===== src/verilog/bank_arb_pkg.sv =====
`default_nettype none

package bank_arb_pkg;

    // **************************************************
    // Sizes
    // **************************************************
    localparam int unsigned NUM_SRC    = 5;  // Index 0 is evict or linefill, then N, S, E, W.
    localparam int unsigned NUM_RAM    = 8;
    localparam int unsigned NUM_CHAN   = 2;
    localparam int unsigned NUM_GRP    = 4;
    localparam int unsigned TIMER_W    = 20;
    localparam int unsigned RAM_ID_W   = 3;
    localparam int unsigned LINE_IDX_W = 9;
    localparam int unsigned SRC_W      = 3;

    // Bit 0 of a RAM id is the channel, bits 2 to 1 the bank group.
    typedef logic [RAM_ID_W-1:0]   ram_id_t;
    typedef logic [LINE_IDX_W-1:0] line_idx_t;
    typedef logic [SRC_W-1:0]      src_t;

    // Bit k set means the resource is busy k cycles from now.
    typedef logic [TIMER_W-1:0]    timer_t;

    // **************************************************
    // Delay tables
    // **************************************************

    // Cycles from a write grant to its use of the channel, per source.
    localparam int unsigned WR_CMD_DELAY [NUM_SRC] = '{2, 3, 4, 5, 6};

    // Cycles from a grant to the RAM access, per bank group.
    localparam int unsigned RD_BLOCK_DELAY [NUM_GRP] = '{1, 2, 3, 4};
    localparam int unsigned WR_BLOCK_DELAY [NUM_GRP] = '{8, 7, 6, 5};

    // Offset in the RAM timer where a write from src to ram lands.
    // The largest value is 6 + 8 = 14.
    function automatic int unsigned wr_ram_offset(input src_t src, input ram_id_t ram);
        return WR_CMD_DELAY[src] + WR_BLOCK_DELAY[ram[2:1]];
    endfunction

endpackage

`default_nettype wire

===== src/verilog/occupancy_if.sv =====
`timescale 1ns/1ps
`default_nettype none

interface occupancy_if;

    // Write granted in this cycle. wr_fire is high for that cycle only.
    logic                 wr_fire;
    bank_arb_pkg::src_t    wr_src;
    bank_arb_pkg::ram_id_t wr_ram;

    // Future occupancy, as registered by the two timers.
    bank_arb_pkg::timer_t chan_timer [bank_arb_pkg::NUM_CHAN];
    bank_arb_pkg::timer_t ram_timer  [bank_arb_pkg::NUM_RAM];

    modport arb (
        output wr_fire, wr_src, wr_ram,
        input  chan_timer, ram_timer
    );

    modport chan (
        input  wr_fire, wr_src, wr_ram,
        output chan_timer
    );

    modport ram (
        input  wr_fire, wr_src, wr_ram,
        output ram_timer
    );

endinterface

`default_nettype wire


===== src/verilog/ram_timer.sv =====
`timescale 1ns/1ps
`default_nettype none

module ram_timer (
    input wire       clk,
    input wire       rst,
    occupancy_if.ram occ
);

    int unsigned          mark_pos;
    bank_arb_pkg::timer_t mark;

    // Command delay of the source plus the block delay of the bank group.
    assign mark_pos = bank_arb_pkg::wr_ram_offset(occ.wr_src, occ.wr_ram);

    always_comb begin
        mark = '0;
        if (occ.wr_fire) begin
            mark[mark_pos] = 1'b1;
        end
    end

    // **************************************************
    // Shift registers, one per RAM
    // **************************************************
    always_ff @(posedge clk) begin
        for (int r = 0; r < bank_arb_pkg::NUM_RAM; r++) begin
            if (rst) begin
                occ.ram_timer[r] <= '0;
            end else if (int'(occ.wr_ram) == r) begin
                occ.ram_timer[r] <= (occ.ram_timer[r] | mark) >> 1;
            end else begin
                occ.ram_timer[r] <= occ.ram_timer[r] >> 1;  // Only the addressed RAM is marked.
            end
        end
    end

    // A second write on the same RAM cycle must have been masked out.
    a_ram_slot_free: assert property (
        @(posedge clk) disable iff (rst)
        occ.wr_fire |-> !occ.ram_timer[occ.wr_ram][mark_pos]
    );

endmodule

`default_nettype wire


===== src/flat_wrapper.sv =====
// flat-port wrapper written by rule: the top's interface ports become plain ports
module ram_timer_flat 
  (clk, rst, occ_wr_fire, occ_wr_src, occ_wr_ram, occ_ram_timer);
  occupancy_if occ_i ();
  input wire clk;
  input wire rst;
  input wire logic [$bits(occ_i.wr_fire)-1:0] occ_wr_fire;
  input wire logic [$bits(occ_i.wr_src)-1:0] occ_wr_src;
  input wire logic [$bits(occ_i.wr_ram)-1:0] occ_wr_ram;
  output wire logic [$bits(occ_i.ram_timer)-1:0] occ_ram_timer;
  assign occ_i.wr_fire = occ_wr_fire;
  assign occ_i.wr_src = occ_wr_src;
  assign occ_i.wr_ram = occ_wr_ram;
  assign occ_ram_timer = {>>{occ_i.ram_timer}};
  ram_timer u_core (.clk(clk), .rst(rst), .occ(occ_i));
endmodule

===== config.mk =====
export PLATFORM = sky130hd
export DESIGN_NAME = ram_timer_flat
export DESIGN_NICKNAME = d
export VERILOG_FILES = /design/src/verilog/bank_arb_pkg.sv /design/src/verilog/occupancy_if.sv /design/src/verilog/ram_timer.sv /design/src/flat_wrapper.sv
export SDC_FILE = /design/constraint.sdc
export NUM_CORES = 1
export LEC_CHECK = 0
export BUFFER_PORTS_ARGS = -buffer_cell sky130_fd_sc_hd__buf_4
export CORE_ASPECT_RATIO = 1.2
export CORE_MARGIN = 1
export CORE_UTILIZATION = 40
export DETAILED_ROUTE_END_ITERATION = 10
export PLACE_DENSITY = 0.64
export SYNTH_ARGS = -nofsm -noshare
export SYNTH_HDL_FRONTEND = slang
export SYNTH_SLANG_ARGS = --single-unit
export TNS_END_PERCENT = 30

===== constraint.sdc =====
create_clock -name clk -period 2.8 [get_ports clk]
set_input_delay 0.56 -clock clk [delete_from_list [all_inputs] [get_ports clk]]
set_output_delay 0.56 -clock clk [all_outputs]
set_load 0.03 [all_outputs]

### Word level (Yosys, flattened, before mapping)

Memories as Yosys holds them, arrays and structs flattened.
Index checks and enable logic that the tools add are counted.

| operators by class | value |
|---|---|
| add/subtract/negate cells | 1 |
| multiply operators | 0 |
| div/mod/pow operators | 0 |
| magnitude comparators | 4 |
| eq/ne operators | 7 |
| shift operators | 0 |
| muxes and demuxes | 16 |
| bitwise gates (word level) | 10 |
| reduce and logical (&&, ||, !) cells | 2 |

Operator list:

| operator | count |
|---|---|
| $or A20 B20 Y20 | 8 |
| $mux W19 | 8 |
| $mux W32 | 4 |
| $bmux W32 S2 | 1 |
| $add A32 B32 Y32 | 1 |
| $ge A32 B1 Y1 const B | 1 |
| $lt A32 B6 Y1 const B | 1 |
| $mux W20 | 1 |
| $eq A3 B3 Y1 const B | 4 |
| $eq A3 B2 Y1 const B | 2 |
| $demux W1 S5 | 1 |
| $ge A4 B4 Y1 const B | 1 |
| $not A3 Y4 | 1 |
| $eq A3 B1 Y1 const B | 1 |
| $ge A3 B3 Y1 const B | 1 |
| $logic_not A3 Y1 | 1 |
| $not A2 Y3 | 1 |
| $logic_and A1 B1 Y1 | 1 |
| $mux W1 | 1 |

| storage, ports and cells | value |
|---|---|
| flip-flop bits (word level) | 160 |
| latch bits | 0 |
| RAM bits | 0 |
| bits in read-only memories | 256 |
| input port bits | 9 |
| output and inout bits | 160 |
| word-level logic and storage cells | 49 |
| memories | 1 |

Memory list:

| name | words | width | rd ports | clocked after Yosys merged registers in | write ports | RTL line | source |
|---|---|---|---|---|---|---|---|
| (name not given) | 8 | 32 | 1 | 0 | 0 | bank_arb_pkg.sv:39 | `return WR_CMD_DELAY[src] + WR_BLOCK_DELAY[ram[2:1]];` |

### Longest topological paths before layout

| depth | value |
|---|---|
| depth in word-level cells | 12 |
| mapped depth | 10 |
| mapped depth without buffers | 8 |

### Worst setup path after synthesis

No wires, ideal clock.

| timing | value |
|---|---|
| kind | input to register |
| from | input port occ_wr_ram[1] |
| to | register u_core.occ.ram_timer[124] |
| library setup time | 0.143 ns |
| arrival time | 2.702 ns |
| data required time | 2.657 ns |
| slack | -0.044 ns |
| cell stages on the path | 10 |
| path through | clkbuf_1 -> inv_1 -> ha_1 -> fa_1 -> buf_2 -> and4bb_2 -> clkbuf_2 -> nor2b_1 -> o21ai_0 -> o22ai_1 |

| on the way | value |
|---|---|
| cells in the longest elaborated chain, start to end | 12 |
| elaborated cells on any way between the ends | 14 |
| those cells by class | 1 x add/sub; 2 x order compare; 1 x eq/ne; 7 x mux; 2 x bitwise; 1 x reduce/logical |

RTL lines:

| what | RTL line | source |
|---|---|---|
| from (decl) | flat_wrapper.sv:9 | `input wire logic [$bits(occ_i.wr_ram)-1:0] occ_wr_ram;` |
| $not A2 Y3 (not written as such) | bank_arb_pkg.sv:39 |  |
| $bmux W32 S2 | bank_arb_pkg.sv:39 |  |
| $mux W32 (not written as such) (2 in series) | bank_arb_pkg.sv:39 |  |
| $add A32 B32 Y32 | bank_arb_pkg.sv:39 |  |
| $ge A32 B1 Y1 (not written as such) or $lt A32 B6 Y1 (tied branches) | ram_timer.sv:19 | `mark[mark_pos] = 1'b1;` |
| $logic_and A1 B1 Y1 (not written as such) | ram_timer.sv:19 |  |
| $mux W1 (not written as such) | ram_timer.sv:19 |  |
| $demux W1 S5 | - |  |
| $mux W20 | ram_timer.sv:18 | `if (occ.wr_fire) begin` |
| $or A20 B20 Y20 | ram_timer.sv:31 | `occ.ram_timer[r] <= (occ.ram_timer[r] \| mark) >> 1;` |
| $mux W19 * | ram_timer.sv:30 | `end else if (int'(occ.wr_ram) == r) begin` |
| to (signal, indexed assignment) | ram_timer.sv:31 |  |
| to (signal, indexed assignment) | ram_timer.sv:33 | `occ.ram_timer[r] <= occ.ram_timer[r] >> 1;` |
| to (decl) | occupancy_if.sv:27 | `output ram_timer` |

Mark *: on every way between the ends. The rest lies on a longest branch, timed or not. The select of a mux whose other input is x is not followed.
A chain may end at the register's enable or synchronous reset.

### Final worst setup path

| timing | value |
|---|---|
| from | input port occ_wr_ram[1] |
| to | register u_core.occ.ram_timer[64] |

Same word-level chain as after synthesis.

==> results.toml <==
[timing]
setup_viol = 0
slew_headroom_pct = 44.5
hold_viol_final = 0
slew_viol_final = 0
finClkSkew_ns = 0.00347
period_share_pct = 89.6
tightest_slew_ns = 0.823
period_minus_slack_ns = 2.51
timing.fmax_ghz = 0.399
rsz0062_at_grt = "false"
tns_ns = 0

[critical_path]
cp_top_family = "compound AO/OA/AOI/OAI gates"
reg2regPathDepth = 2
cp_max_fo = 6
worst-r2r-setup-slack_ns = 2.13
cpMaxStageDelayCell = "o21ai_0"
cp_data_required_time_ns = 3.04
r2r-start = "u_core.occ.ram_timer[31]$_SDFF_PP0_"
rr_endpoint = "u_core.occ.ram_timer[30]$_SDFF_PP0_"
slowest_delay_ns = 0.67
end_kind = "flip-flop"
critPathLaunchType = "primary input"
crit_path_frequent_cell = "buf_4"
critPathBufInv = 3
critPathKind = "primary input to flip-flop"
cp.arrival_ns = 2.75
crit_chain = "buf_4, inv_1, ha_1, fa_1, buf_4, nand2b_1, nor2_1, o21ai_0, o22ai_1"

[global_routing]
grt_max_degree = 59
grt.total_usage_pct = 22.4
met3_usage_pct = 4.73
grt_pass1_vias = 4691
grt_use_met2_pct = 39.9
busiest_layer = "met2"
antenna_found_initial = 0
grt_pass1_wl_um = 24000
grt_use_met1_pct = 26.2
overflow = 0

[cts]
cts_buffers = 17
path_clk_slew_ns = 0.06
clock_path_buffers = 2
tritoncts = "built"
clkSinkCount = 152
insertion_delay_ns = 0.41
cts_resized = 0
hold_buffers = 0
h-tree-depth = 4
cts-root-buf = "clkbuf_16"
post-cts-setup-buffers = 0

[power]
intPower_uw = 3770
p_leak_uw = 0.00294
p_switching_uw = 1090
ir_drop_mv = 0.356
power_density_nw_per_um2 = 654
clockPowerShare_pct = 47.2
p_comb_share_pct = 8.0
swShare_pct = 22.5
seq_power_share_pct = 44.9

[placement]
place_hpwl_um = 11300
placed_cells = 919
io_buffers = 160
gp_congestion = 0.892

[synth]
synth_cells = 605
synth.distinct_cells = 42
ys_seq_area_share_pct = 56.1
ys_ff_latch = 152
yosysTopAreaCell = "dfxtp_1"
synth_ff_type = "dfxtp_1"
synth_area_leaders = "dfxtp_1 56%, o22ai_1 16%, inv_1 10%"
async_reset_ff_share_pct = 0
synth_edf_count = 0
syn_area_per_cell_um2 = 8.97
synth_warnings = 0
synth_top_area_share_pct = 56.1
syn_area_um2 = 5430

[floorplan]
core_um2 = 13200
initial_core_util_pct = 41.0
io_pins = 169
die_h_um = 130
rows = 46
die_area_um2 = 14000
die_w_um = 108

[cells_and_area]
reg_top3 = "u_core.occ.ram_timer (152)"
n_antenna_cell = 0
area_delta_synth_final_pct = 36.9
regMostFlops = "u_core.occ.ram_timer"
final_cell_mix = "185 x buf_4, 152 x dfxtp_1, 147 x inv_1"
drive_above_1_share_pct = 29.0
largest_reg_flops = 152
layout_commonest_cell = "buf_4"
finalNetCount = 785
instances_no_fill = 948

[flow_run]
cap_violations = 0

[hold_path]
min_to = "u_core.occ.ram_timer[54]$_SDFF_PP0_"
holdPathStages = 2
hold_start = "u_core.occ.ram_timer[55]$_SDFF_PP0_"
hold_path.class = "flip-flop to flip-flop"

[run_status]
status = "complete, no violations"

[route]
drt-total-wl_um = 15600
via_per_inst = 4.99
routedWlPerCell_um = 16.5
num_vias = 4728
final_antenna_net_count = 0
drc = 0
first_pass_iters = 4
drt_first_iter_violations = 244
[cell families (layout without fill, tap and decap cells)]
family	after synthesis	count (layout)	synth area share [%]
other	1	8	0.0691
adders and majority gates	6	6	1.52
buffers and inverters	193	361	14.4
xor gates and xnor gates	1	1	0.161
DFF	152	152	56.1
muxes	1	1	0.415
and+or+nand+nor	91	91	8.51
AOI/OAI and AO/OA	160	160	18.8
[routing by layer]
layer / routed length (µm) / share of wire (%) / vias to the layer above
met1: 6410 / 41 / 2224
met2: 8070 / 52 / 155
met5: 0 / 0 / -
met3: 856 / 5.5 / 18
met4: 287 / 1.8 / 0
li1: - / - / 2331
[power by group through the flow]
stage          Clock (µW)  Combinational, µW  Sequential [µW]
2_1_floorplan           0                242             2250
3_3_place_gp            0                374             2230
3_5_place_dp            0                381             2230
4_1_cts              2320                383             2180
5_1_grt              2410                415             2180
6_report             2290                387             2180
[metrics by stage]
step                worst slack [ns]  hold slack, ns  util [%]  power (µW)  area, µm²
finish                         0.292           0.465      56.1        4860       7430
global route                   0.184           0.472      56.1        5000       7430
CTS                            0.358           0.468      56.1        4890       7430
detailed placement           -0.0603           0.460      51.7        2610       6840
global placement              0.0359           0.458      51.7        2600       6840
floorplan                     0.0520           0.585         -        2490       5450
[cell type report]
type | count | area (µm²)
sequential | 152 | 3040
multi-input combinational | 267 | 1650
clock inverter | 10 | 155
clock buffer | 19 | 433
fill | 1214 | 5810
timing repair buffer | 185 | 1390
inverter | 147 | 552
tap | 168 | 210
[worst register-to-register path, cell delays in order, from the launching register on]
cell     delay, ns
dfxtp_1       0.36
inv_1         0.06
o22ai_1       0.17
[Yosys cell counts, drive strengths merged (2+ instances only)]
| cell | number |
|---|---|
| and4b | 2 |
| buf | 25 |
| clkbuf | 21 |
| dfxtp | 152 |
| ha | 5 |
| inv | 147 |
| nand2 | 34 |
| nand2b | 5 |
| nand3 | 2 |
| nor2 | 20 |
| nor2b | 6 |
| nor3 | 8 |
| nor3b | 2 |
| o211ai | 6 |
| o21ai | 13 |
| o22ai | 137 |
| or3 | 2 |
[worst max-delay path by stage]
stage / startpoint / end / depth (start not counted)
3_5_place_dp: occ_wr_ram[1] / u_core.occ.ram_timer[64]$_SDFF_PP0_ / 9
2_1_floorplan: occ_wr_ram[2] / u_core.occ.ram_timer[124]$_SDFF_PP0_ / 10
6_report: occ_wr_ram[1] / u_core.occ.ram_timer[64]$_SDFF_PP0_ / 9
4_1_cts: occ_wr_ram[1] / u_core.occ.ram_timer[64]$_SDFF_PP0_ / 9
3_3_place_gp: occ_wr_ram[1] / u_core.occ.ram_timer[145]$_SDFF_PP0_ / 9
5_1_grt: occ_wr_ram[1] / u_core.occ.ram_timer[125]$_SDFF_PP0_ / 9
Note: power is estimated with default switching activity, not from simulation.
